### src/design/query_engine_defines.svh
`ifndef QUERY_ENGINE_DEFINES_SVH
`define QUERY_ENGINE_DEFINES_SVH

// record geometry
`define QE_NUM_COLS   8     // columns per record, also predicate count
`define QE_COL_W      32
`define QE_WORD_W     256

// input side
`define QE_IN_DEPTH   4     // FIFO slots == sender start credits
`define QE_CFG_WORDS  4     // hdr, truth table, two predicate words

// predicate operators, unsigned compares
`define QE_OP_EQ      8'd0
`define QE_OP_NE      8'd1
`define QE_OP_LT      8'd2
`define QE_OP_GT      8'd3
`define QE_OP_LE      8'd4
`define QE_OP_GE      8'd5

`endif

### src/design/query_engine_pkg.sv
`include "query_engine_defines.svh"

package query_engine_pkg;

	typedef logic [`QE_COL_W-1:0]    col_val_t;
	typedef logic [`QE_WORD_W-1:0]   word_t;
	typedef logic [15:0]             rec_cnt_t;
	typedef logic [7:0]              pred_op_t;
	typedef logic [7:0]              col_sel_t;
	typedef logic [`QE_NUM_COLS-1:0] col_mask_t;  // bit i keeps column i
	typedef logic [`QE_NUM_COLS-1:0] pred_bits_t; // truth table index

	// op sits in the low byte of the 48 bit field
	typedef struct packed
	{
		col_val_t value;
		col_sel_t col;
		pred_op_t op;
	} pred_t;

	typedef struct packed
	{
		rec_cnt_t                    rec_cnt;
		col_mask_t                   mask;
		word_t                       truth;  // entry i is bit i
		pred_t [`QE_NUM_COLS-1:0]    preds;
	} query_params_t;

	typedef struct packed
	{
		logic  last;
		word_t data;
	} rec_beat_t;

	typedef enum logic [2:0]
	{
		hdr,
		truth,
		pred_lo,
		pred_hi,
		records
	} cfg_state_t;

endpackage

### src/design/credit_fifo.sv
`timescale 1ns/100ps

module credit_fifo
#(
	parameter int DEPTH = 4
)
(
	input  logic                    clk,
	input  logic                    rst,
	input  logic                    in_valid,
	input  query_engine_pkg::word_t in_data,
	input  logic                    pop,
	output logic                    fifo_valid,
	output query_engine_pkg::word_t fifo_data,
	output logic                    in_credit
);

	localparam int ptr_w = (DEPTH > 1) ? $clog2(DEPTH) : 1;

	query_engine_pkg::word_t mem [DEPTH];
	logic [ptr_w-1:0] wr_ptr;
	logic [ptr_w-1:0] rd_ptr;
	logic [ptr_w:0]   count;

	assign fifo_valid = (count != '0);
	assign fifo_data  = mem[rd_ptr];

	always_ff @(posedge clk)
	begin
		if (in_valid)
			mem[wr_ptr] <= in_data;
	end

	always_ff @(posedge clk or negedge rst)
	begin
		if (!rst)
		begin
			wr_ptr    <= '0;
			rd_ptr    <= '0;
			count     <= '0;
			in_credit <= 1'b0;
		end
		else
		begin
			in_credit <= pop; // one credit back per word taken
			if (in_valid)
				wr_ptr <= (wr_ptr == ptr_w'(DEPTH-1)) ? '0 : wr_ptr + 1'b1;
			if (pop)
				rd_ptr <= (rd_ptr == ptr_w'(DEPTH-1)) ? '0 : rd_ptr + 1'b1;
			case ({in_valid, pop})
				2'b10:   count <= count + 1'b1;
				2'b01:   count <= count - 1'b1;
				default: count <= count;
			endcase
		end
	end

endmodule

### src/design/predicate_eval.sv
`timescale 1ns/100ps
`include "query_engine_defines.svh"

module predicate_eval
(
	input  logic                            clk,
	input  logic                            rst,
	input  query_engine_pkg::query_params_t params,
	input  logic                            rec_valid,
	input  query_engine_pkg::rec_beat_t     rec,
	output logic                            rec_ready,
	input  logic                            advance,
	output logic                            match_valid,
	output logic                            match,
	output query_engine_pkg::rec_beat_t     beat
);

	localparam int sel_w = $clog2(`QE_NUM_COLS);

	query_engine_pkg::col_val_t   cols [`QE_NUM_COLS];
	query_engine_pkg::pred_bits_t eval_bits;
	query_engine_pkg::pred_bits_t s1_bits;
	query_engine_pkg::rec_beat_t  s1_beat;
	logic                         s1_valid;

	function automatic logic compare(query_engine_pkg::col_val_t col_val,
		query_engine_pkg::pred_op_t op, query_engine_pkg::col_val_t value);
		case (op)
			`QE_OP_EQ: compare = (col_val == value);
			`QE_OP_NE: compare = (col_val != value);
			`QE_OP_LT: compare = (col_val <  value);
			`QE_OP_GT: compare = (col_val >  value);
			`QE_OP_LE: compare = (col_val <= value);
			`QE_OP_GE: compare = (col_val >= value);
			default:   compare = 1'b0;
		endcase
	endfunction

	assign rec_ready = advance; // both stages move together

	////////////////////////////////////////////////////////////////////////////
	// stage 1, predicate compares
	////////////////////////////////////////////////////////////////////////////

	always_comb
	begin
		for (int c = 0; c < `QE_NUM_COLS; c++)
			cols[c] = rec.data[c*`QE_COL_W +: `QE_COL_W];
		for (int i = 0; i < `QE_NUM_COLS; i++)
		begin
			if (params.preds[i].col < `QE_NUM_COLS)
				eval_bits[i] = compare(cols[params.preds[i].col[sel_w-1:0]],
					params.preds[i].op, params.preds[i].value);
			else
				eval_bits[i] = 1'b0; // no such column
		end
	end

	always_ff @(posedge clk)
	begin
		if (advance)
		begin
			s1_bits <= eval_bits;
			s1_beat <= rec;
			match   <= params.truth[s1_bits]; // stage 2 lookup
			beat    <= s1_beat;
		end
	end

	always_ff @(posedge clk or negedge rst)
	begin
		if (!rst)
		begin
			s1_valid    <= 1'b0;
			match_valid <= 1'b0;
		end
		else if (advance)
		begin
			s1_valid    <= rec_valid;
			match_valid <= s1_valid;
		end
	end

endmodule

### src/design/query_config_loader.sv
`timescale 1ns/100ps
`include "query_engine_defines.svh"

module query_config_loader
(
	input  logic                            clk,
	input  logic                            rst,
	input  logic                            fifo_valid,
	input  query_engine_pkg::word_t         fifo_data,
	output logic                            pop,
	input  logic                            rec_ready,
	output query_engine_pkg::query_params_t params,
	output logic                            rec_valid,
	output query_engine_pkg::rec_beat_t     rec
);

	// predicates that fit in the first predicate word
	localparam int lo_preds = $bits(query_engine_pkg::word_t) / $bits(query_engine_pkg::pred_t);
	localparam int pred_w   = $bits(query_engine_pkg::pred_t);
	localparam int cnt_w    = $bits(query_engine_pkg::rec_cnt_t);
	localparam int mask_w   = $bits(query_engine_pkg::col_mask_t);

	query_engine_pkg::cfg_state_t state;
	query_engine_pkg::rec_cnt_t   rec_left;
	logic [1:0]                   drain; // edges until last record clears stage 2

	assign rec_valid = (state == query_engine_pkg::records) && (rec_left != '0) && fifo_valid;
	assign pop       = (state == query_engine_pkg::records) ? (rec_valid && rec_ready) : fifo_valid;

	always_comb
	begin
		rec.data = fifo_data;
		rec.last = (rec_left == cnt_w'(1));
	end

	////////////////////////////////////////////////////////////////////////////
	// config words, layout
	//   word 0  count [15:0], mask [23:16]
	//   word 1  truth table
	//   word 2  predicates 0..4, 48 bits each from bit 0
	//   word 3  predicates 5..7
	////////////////////////////////////////////////////////////////////////////

	always_ff @(posedge clk)
	begin
		if (fifo_valid)
		begin
			case (state)
				query_engine_pkg::hdr:
				begin
					params.rec_cnt <= fifo_data[cnt_w-1:0];
					params.mask    <= fifo_data[cnt_w +: mask_w];
				end
				query_engine_pkg::truth:
					params.truth <= fifo_data;
				query_engine_pkg::pred_lo:
					for (int i = 0; i < lo_preds; i++)
						params.preds[i] <= fifo_data[i*pred_w +: pred_w];
				query_engine_pkg::pred_hi:
					for (int i = lo_preds; i < `QE_NUM_COLS; i++)
						params.preds[i] <= fifo_data[(i-lo_preds)*pred_w +: pred_w];
				default: ;
			endcase
		end
	end

	always_ff @(posedge clk or negedge rst)
	begin
		if (!rst)
		begin
			state    <= query_engine_pkg::hdr;
			rec_left <= '0;
			drain    <= '0;
		end
		else
		begin
			case (state)
				query_engine_pkg::hdr:
					if (fifo_valid)
						state <= query_engine_pkg::truth;
				query_engine_pkg::truth:
					if (fifo_valid)
						state <= query_engine_pkg::pred_lo;
				query_engine_pkg::pred_lo:
					if (fifo_valid)
						state <= query_engine_pkg::pred_hi;
				query_engine_pkg::pred_hi:
					if (fifo_valid)
					begin
						rec_left <= params.rec_cnt;
						drain    <= 2'd2;
						// empty query has nothing to stream
						state    <= (params.rec_cnt == '0) ? query_engine_pkg::hdr
							: query_engine_pkg::records;
					end
				query_engine_pkg::records:
					if (rec_left != '0)
					begin
						if (pop)
							rec_left <= rec_left - 1'b1;
					end
					else if (rec_ready)
					begin
						// params stay put until the pipeline is empty
						drain <= drain - 1'b1;
						if (drain == 2'd1)
							state <= query_engine_pkg::hdr;
					end
				default: state <= query_engine_pkg::hdr;
			endcase
		end
	end

endmodule

### src/design/query_engine_top.sv
`timescale 1ns/100ps
`include "query_engine_defines.svh"

module query_engine_top
(
	input  logic                       clk,
	input  logic                       rst,
	input  logic                       in_valid,
	input  query_engine_pkg::word_t    in_data,
	output logic                       in_credit,
	input  logic                       out_credit,
	output logic                       out_valid,
	output query_engine_pkg::word_t    out_data,
	output logic                       query_done,
	output query_engine_pkg::rec_cnt_t match_count
);

	logic                            fifo_valid;
	query_engine_pkg::word_t         fifo_data;
	logic                            pop;
	query_engine_pkg::query_params_t params;
	logic                            rec_valid;
	query_engine_pkg::rec_beat_t     rec;
	logic                            rec_ready;
	logic                            match_valid;
	logic                            match;
	query_engine_pkg::rec_beat_t     beat;
	logic                            advance;

	credit_fifo #(.DEPTH(`QE_IN_DEPTH)) i_credit_fifo
	(
		.clk        (clk),
		.rst        (rst),
		.in_valid   (in_valid),
		.in_data    (in_data),
		.pop        (pop),
		.fifo_valid (fifo_valid),
		.fifo_data  (fifo_data),
		.in_credit  (in_credit)
	);

	query_config_loader i_query_config_loader
	(
		.clk        (clk),
		.rst        (rst),
		.fifo_valid (fifo_valid),
		.fifo_data  (fifo_data),
		.pop        (pop),
		.rec_ready  (rec_ready),
		.params     (params),
		.rec_valid  (rec_valid),
		.rec        (rec)
	);

	predicate_eval i_predicate_eval
	(
		.clk         (clk),
		.rst         (rst),
		.params      (params),
		.rec_valid   (rec_valid),
		.rec         (rec),
		.rec_ready   (rec_ready),
		.advance     (advance),
		.match_valid (match_valid),
		.match       (match),
		.beat        (beat)
	);

	record_projector i_record_projector
	(
		.clk         (clk),
		.rst         (rst),
		.params      (params),
		.match_valid (match_valid),
		.match       (match),
		.beat        (beat),
		.advance     (advance),
		.out_credit  (out_credit),
		.out_valid   (out_valid),
		.out_data    (out_data),
		.query_done  (query_done),
		.match_count (match_count)
	);

endmodule

### src/design/record_projector.sv
`timescale 1ns/100ps
`include "query_engine_defines.svh"

module record_projector
(
	input  logic                            clk,
	input  logic                            rst,
	input  query_engine_pkg::query_params_t params,
	input  logic                            match_valid,
	input  logic                            match,
	input  query_engine_pkg::rec_beat_t     beat,
	output logic                            advance,
	input  logic                            out_credit,
	output logic                            out_valid,
	output query_engine_pkg::word_t         out_data,
	output logic                            query_done,
	output query_engine_pkg::rec_cnt_t      match_count
);

	query_engine_pkg::rec_cnt_t credits;
	query_engine_pkg::rec_cnt_t cnt;     // matches so far in this query
	query_engine_pkg::word_t    masked;
	logic                       leave;
	logic                       emit;

	// stall only a hit with nowhere to go
	assign advance = !(match_valid && match && (credits == '0));
	assign leave   = match_valid && advance;
	assign emit    = leave && match;

	always_comb
	begin
		for (int c = 0; c < `QE_NUM_COLS; c++)
			masked[c*`QE_COL_W +: `QE_COL_W] = params.mask[c]
				? beat.data[c*`QE_COL_W +: `QE_COL_W] : '0;
	end

	always_ff @(posedge clk)
	begin
		if (emit)
			out_data <= masked;
	end

	////////////////////////////////////////////////////////////////////////////
	// credits, match count, done
	////////////////////////////////////////////////////////////////////////////

	always_ff @(posedge clk or negedge rst)
	begin
		if (!rst)
		begin
			credits     <= '0;
			cnt         <= '0;
			out_valid   <= 1'b0;
			query_done  <= 1'b0;
			match_count <= '0;
		end
		else
		begin
			out_valid  <= emit;
			query_done <= leave && beat.last;
			case ({out_credit, emit})
				2'b10:   credits <= credits + 1'b1;
				2'b01:   credits <= credits - 1'b1;
				default: credits <= credits;
			endcase
			if (leave && beat.last)
			begin
				match_count <= cnt + emit;
				cnt         <= '0;
			end
			else if (emit)
				cnt <= cnt + 1'b1;
		end
	end

endmodule

### config.mk
export PLATFORM = sky130hd
export DESIGN_NAME = query_engine_top
export DESIGN_NICKNAME = d
export VERILOG_FILES = /design/src/design/query_engine_pkg.sv /design/src/design/credit_fifo.sv /design/src/design/predicate_eval.sv /design/src/design/query_config_loader.sv /design/src/design/query_engine_top.sv /design/src/design/record_projector.sv
export VERILOG_INCLUDE_DIRS = /design/src /design/src/design
export SDC_FILE = /design/constraint.sdc
export NUM_CORES = 2
export LEC_CHECK = 0
export BUFFER_PORTS_ARGS = -buffer_cell sky130_fd_sc_hd__buf_4
export CAP_MARGIN = 20
export CORE_UTILIZATION = 25
export DETAILED_ROUTE_END_ITERATION = 8
export PLACE_DENSITY = 0.49
export SYNTH_ARGS = -nofsm -noshare
export SYNTH_HDL_FRONTEND = slang
export SYNTH_HIERARCHICAL = 1
export SYNTH_SLANG_ARGS = --single-unit
### constraint.sdc
create_clock -name clk -period 19.1 [get_ports clk]
set_input_delay 2.865 -clock clk [delete_from_list [all_inputs] [get_ports clk]]
set_output_delay 2.865 -clock clk [all_outputs]
set_load 0.005 [all_outputs]
# [Word level (Yosys, flattened, before mapping)]
# Memory sizes are Yosys's and may differ from the RTL's.
# Index checks and enable logic that the tools add are counted.
[word_totals] ramBits=1024 mem_count=1 regBits=1524 inputBits=260 wordCells=300 out_inout_bits=275
[classes] n_addsub=10 n_lt_le_gt_ge=49 bitwise=8 n_mux=60 reduce_logical=33 n_eq_ne=77
[mem_list] name="i_credit_fifo.mem" words=4 width=256 rd=1 rd_ports_with_merged_regs=0 wr=1 line="credit_fifo.sv:20" text="query_engine_pkg::word_t mem [DEPTH];"
[op_table] op="32-bit binary-select mux with 3-bit select" n=8
[op_table] op="32-bit 2-to-1 mux" n=16
[op_table] op="32-bit == test" n=8
[op_table] op="32-bit >= comparator" n=8
[op_table] op="32-bit greater-than comparator" n=8
[op_table] op="32-bit less-or-equal comparator" n=8
[op_table] op="32-bit < comparator" n=8
[op_table] op="32-bit != test" n=8
[op_table] op="8-bit by 2-bit == test with 1-bit output, second input constant" n=16
[op_table] op="8-bit by 3-bit == test with 1-bit output, second input constant" n=16
[op_table] op="16-bit 2-to-1 mux" n=5
[op_table] op="8-bit by 1-bit == test with 1-bit output, second input constant" n=8
[op_table] op="8-bit logical NOT" n=8
[op_table] op="8-bit by 4-bit < comparator with 1-bit output, second input constant" n=8
[op_table] op="16-bit one-hot mux with 2 select lines" n=2
[op_table] op="1-bit one-hot mux with 6 select lines" n=8
[op_table] op="16-bit by 1-bit adder with 16-bit output, second input constant" n=2
[op_table] op="4-bit >= comparator, second input constant" n=8
[op_table] op="16-bit logical NOT" n=2
[op_table] op="3-bit NOT with 4-bit output" n=8
[op_table] op="16-bit by 1-bit subtractor with 16-bit output, second input constant" n=2
[op_table] op="3-bit 2-to-1 mux" n=8
[op_table] op="16-bit by 1-bit adder with 16-bit output" n=1
[op_table] op="16-bit by 1-bit == test with 1-bit output, second input constant" n=1
[op_table] op="27 further kinds" n=62

# [Depth between registers and ports, before layout]
[logic_depth] depth_word=8 mapped_depth=16 ltp_nobuf=12

# [Hierarchy]
# The synthesis kept the hierarchy.
[modules_own_cells] mod="predicate_eval" cells_each=2634 instances=1 seq_area_each_um2=15755.1 area_each_um2=39963.3
[modules_own_cells] mod="credit_fifo" cells_each=1373 instances=1 seq_area_each_um2=30949.7 area_each_um2=37811.3
[modules_own_cells] mod="query_config_loader" cells_each=1102 instances=1 seq_area_each_um2=20464.6 area_each_um2=23396.2
[modules_own_cells] mod="record_projector" cells_each=861 instances=1 seq_area_each_um2=8938.6 area_each_um2=12394.4

# [Worst setup path after synthesis]
# Ideal clock, no wire load.
[synth_timing] kind="register -> register" from="register i_record_projector.credits[0]" to="register i_credit_fifo.count[1]" setup_time_ps=125 path_buffers=1 stages_incl_launch_ff=11 synth_period_minus_slack_ps=14593 required_ps=18975 arrival_ps=14468 setup_slack_ps=4507 path_cell_list="dfrtp_1 nor4_2 nand4_1 or2_1 buf_4 inv_1 o21ai_0 and2_1 ha_1 fa_1 mux2_2"
[synth_between] elab_chain_cells=7 word_cells_on_any_way=9 cone_classes="eq/ne: 2; mux: 2; reduce/logical: 5"
[synth_rtl] element="from (decl)" line="record_projector.sv:20" text="query_engine_pkg::rec_cnt_t credits;"
[synth_rtl] element="from (signal assigned)" line="record_projector.sv:63" text="2'b10: credits <= credits + 1'b1;"
[synth_rtl] element="from (signal assigned)" line="record_projector.sv:64" text="2'b01: credits <= credits - 1'b1;"
[synth_rtl] element="from (signal assigned)" line="record_projector.sv:65" text="default: credits <= credits;"
[synth_rtl] element="16-bit logical NOT (*)" line="record_projector.sv:27" text="assign advance = !(match_valid && match && (credits == '0));"
[synth_rtl] element="1-bit logical AND (*)" line="record_projector.sv:27"
[synth_rtl] element="1-bit logical NOT (*)" line="record_projector.sv:27"
[synth_rtl] element="net advance" line="query_engine_top.sv:28" text="logic advance;"
[synth_rtl] element="1-bit logical AND (*)" line="query_config_loader.sv:28" text="assign pop = (state == query_engine_pkg::records) ? (rec_valid && rec_ready) : fifo_valid;"
[synth_rtl] element="1-bit 2-to-1 mux (*)" line="query_config_loader.sv:28"
[synth_rtl] element="net pop" line="query_engine_top.sv:20" text="logic pop;"
[synth_rtl] element="2-bit by 1-bit == test with 1-bit output or 2-bit == test (tied branches)" line="credit_fifo.sv:50" text="case ({in_valid, pop})"
[synth_rtl] element="3-bit one-hot mux with 2 select lines or 2-bit nonzero test (tied branches)"
[synth_rtl] element="to (signal assigned)" line="credit_fifo.sv:51" text="2'b10: count <= count + 1'b1;"
[synth_rtl] element="to (signal assigned)" line="credit_fifo.sv:52" text="2'b01: count <= count - 1'b1;"
[synth_rtl] element="to (signal assigned)" line="credit_fifo.sv:53" text="default: count <= count;"
[synth_rtl] element="to (decl)" line="credit_fifo.sv:23" text="logic [ptr_w:0] count;"
# Mark *: on every way through the listed nets, which the timed path passes. The rest lies on a longest branch.
# A chain may end at the register's enable or synchronous reset.

# [Final worst setup path]
[layout_timing] from="register i_credit_fifo.rd_ptr[1]" to="register i_predicate_eval.s1_bits[3] (data pin)"
[layout_between] elab_chain_cells=6 word_cells_on_any_way=11 cone_classes="order compare: 4; eq/ne: 2; mux: 4; memory: 1"
[layout_rtl] element="from (decl)" line="credit_fifo.sv:22" text="logic [ptr_w-1:0] rd_ptr;"
[layout_rtl] element="from (signal assigned)" line="credit_fifo.sv:49" text="rd_ptr <= (rd_ptr == ptr_w'(DEPTH-1)) ? '0 : rd_ptr + 1'b1;"
[layout_rtl] element="memory 4 x 256 bit (*)"
[layout_rtl] element="net fifo_data[126]" line="query_engine_top.sv:19" text="query_engine_pkg::word_t fifo_data;"
[layout_rtl] element="32-bit binary-select mux with 3-bit select (*)" line="predicate_eval.sv:52" text="eval_bits[i] = compare(cols[params.preds[i].col[sel_w-1:0]],"
[layout_rtl] element="32-bit 2-to-1 mux (implied by the code) (*) (2 in series)" line="predicate_eval.sv:52"
[layout_rtl] element="32-bit >= comparator, or another cell as far along" line="predicate_eval.sv:34" text="`QE_OP_GE: compare = (col_val >= value);"
[layout_rtl] element="1-bit one-hot mux with 6 select lines (*)" line="predicate_eval.sv:28" text="case (op)"
[layout_rtl] element="to (signal assigned)" line="predicate_eval.sv:63" text="s1_bits <= eval_bits;"
[layout_rtl] element="to (decl)" line="predicate_eval.sv:22" text="query_engine_pkg::pred_bits_t s1_bits;"
# Mark *: on every way through the listed nets, which the timed path passes. The rest lies on a longest branch. The select of a mux whose other input is x is not followed.

==> results.cfg <==
[clock_network]
post_cts_buffers = 0
root_buffer = clkbuf_16
clk_path_buf_depth = 4
cts_tree = done
clock_latency_ps = 960
clock-sinks = 2548
htreeDepth = 5
path_clk_slew_ps = 60
cts_hold_buf = 0
cts_resized = 0
cts_buffers = 301

[final_layout]
finalInstanceArea_um2 = 134000
final_nets = 7088
instances_no_fill = 12800
drive_gt1_share_pct = 33.0
final_cell_mix = 2467 x edfxtp_1, 796 x buf_4, 698 x mux4_2
final_common_cell = edfxtp_1
fillers = 44400
syn_to_final_growth_pct = 17.8

[timing]
hold_viol = 0
fin_crit_sh_pct = 47.5
max_freq_ghz = 0.110
finalSetupTns_ps = 0
min_period_ps = 9070
finalClockSkew_ps = 75.2
setup_viol = 0
grt_setup_unrepaired = no
relSlewSlack_pct = 12.7
drv_slew = 0
tightest_slew_ps = 1300

[floorplanning]
num_io_pins = 535
die-area_um2 = 457000
die_w_um = 676
die_h_um = 676
start_util_pct = 25.1
placement_rows = 247
core_um2 = 452000

[placed_design]
place_inst = 12200
numPortBuffers = 534
gp_congestion = 0.903
hpwl_um = 291000
post_dp_cell_area_um2 = 124000

[drt]
ant_nets = 0
routed_wl_um = 422000
num_vias = 62700
wl_per_cell_um = 33.0
via_per_inst = 4.90
drt_pass1_iterations = 5
drc = 0
drt-initial-drc-count = 7265

[power_and_ir_drop]
total_power_mw = 25.5
power_leakage_nw = 46.0
ir_drop_mv = 0.103
p_per_area_nw_per_um2 = 190

[synth]
synth-compound-area-share_pct = 2.42
syn_inst = 5970
synth_nets = 6516
synth-xor-area-share_pct = 0.347
synth_top_family_by_area = multiplexers
syn_area_per_cell_um2 = 19.0
ys_types = 89
yosys_warnings = 6
synthSimpleGateAreaFrac_pct = 3.62
async_reset_ff_share_pct = 3.18
yosys.area_share.adder_pct = 3.16
muxShareOfSynthArea_pct = 19.6
synth-edff-count = 2467
ys_seq_elements = 2548
yosysSeqAreaShare_pct = 67.0
netlist_area_um2 = 114000
synthFlopType = edfxtp_1

[outcome]
status = finished, final reports clean

[critical_path]
worstSetupPathType = register to register
worst-path-max-fanout = 45
worstPathRequired_ps = 19810
crit_path_end_kind = register
critPathLaunchType = register
cp.arrival_ps = 9780

[grt]
grt_overflow = 0
grt_pass1_wl_um = 561000
antenna_found_initial = 117
grt_pass1_vias = 62800
grt_max_degree = 110
grt_usage_pct = 18.0

[hold_path]
hp-class = register to register

[run]
max-cap-violations = 0
## worst paths after layout
check                                                         from                                         to  slack (ps)  cells past startpoint
hold / removal             i_predicate_eval/s1_beat[197]$_DFFE_PP_       i_predicate_eval/beat[197]$_DFFE_PP_         400                      0
setup reg to reg               i_credit_fifo/rd_ptr[1]$_DFFE_PN0P_  i_predicate_eval/s1_bits[3]$_SDFFCE_PP0P_       10030                     15
min in group asynchronous                                      rst         i_credit_fifo/count[0]$_DFFE_PN0P_        1950                      1
hold reg to reg            i_predicate_eval/s1_beat[197]$_DFFE_PP_       i_predicate_eval/beat[197]$_DFFE_PP_         400                      0
max in group asynchronous                                      rst        i_credit_fifo/rd_ptr[0]$_DFFE_PN0P_       16030                      2
setup / recovery               i_credit_fifo/rd_ptr[1]$_DFFE_PN0P_  i_predicate_eval/s1_bits[3]$_SDFFCE_PP0P_       10030                     15
## critical path: stages (launching register included)
cell,delay (ps)
dfrtp_4,700
buf_4,560
buf_4,580
buf_4,660
buf_4,670
mux4_2,650
mux4_2,550
mux2_2,270
ha_1,300
nand4_1,460
nor4_1,1210
nor2_1,410
a21oi_1,780
nor2b_1,130
xnor2_1,180
a2111oi_0,420
## sequential cells by signal (all words and copies together), names as in the netlist, 8 cells and up
| name | cells |
|---|---|
| i_record_projector/credits | 16 |
| i_predicate_eval/s1_bits | 8 |
| i_predicate_eval/beat | 257 |
| i_query_config_loader/rec_left | 16 |
| i_record_projector/out_data | 256 |
| i_record_projector/match_count | 16 |
| i_credit_fifo/mem | 1024 |
| i_predicate_eval/s1_beat | 257 |
| i_record_projector/cnt | 16 |
| i_query_config_loader/params | 664 |
## routing by layer
layer	routed length [um]	vias to the layer above	GRT usage [%]
met4	17200	62	6.88
li1	-	25400	-
met1	172000	33500	23.5
met3	32800	683	4.02
met5	414	-	0
met2	200000	3014	29.2
## cells in the mapped netlist (81+ instances only)
master | n | share of area, %
edfxtp_1 | 2467 | 65
mux4_2 | 696 | 14
ha_1 | 284 | 3.1
inv_1 | 269 | 0.89
buf_4 | 264 | 1.7
and2_1 | 262 | 1.4
mux2_2 | 258 | 2.6
a21oi_1 | 130 | 0.57
clkbuf_1 | 122 | 0.40
mux4_1 | 110 | 2.5
nand2_1 | 109 | 0.36
buf_2 | 92 | 0.41
dfrtp_1 | 81 | 1.8
o21ai_0 | 81 | 0.36
## report_power, final
group,internal (mW),switching (mW)
clock,3.36,2.40
combinational,3.97,6.66
sequential,8.46,0.623
## cell type report
type | count | area, um2 | share of cell area [%]
diodes | 36 | 90.1 | 0.0673
well taps | 5976 | 7480 | 5.59
repair buffers | 803 | 6150 | 4.59
multi-input cells | 2617 | 33100 | 24.8
inverters | 271 | 1020 | 0.762
clock inverters | 174 | 1910 | 1.43
flip-flops and latches | 2548 | 76100 | 56.9
clock buffers | 372 | 7890 | 5.90
## per-stage QoR
stage | setup slack (ps) | util, % | hold WS, ps
3_5_place_dp | 10240 | 27.4 | 405
6_report | 10030 | 29.6 | 403
2_1_floorplan | 4510 | - | 400
4_1_cts | 10180 | 29.5 | 398
5_1_grt | 9960 | 29.6 | 414
3_3_place_gp | 9390 | 27.4 | 403
## kinds of logic after synthesis
logic type | Yosys count
AND/OR/NAND/NOR | 726
buffers and inverters | 805
flip-flops | 2548
AO/OA/AOI/OAI | 422
adder cells (fa/ha/maj) | 286
XOR/XNOR | 45
multiplexers | 1138
Note: power is estimated with default switching activity, not from simulation.
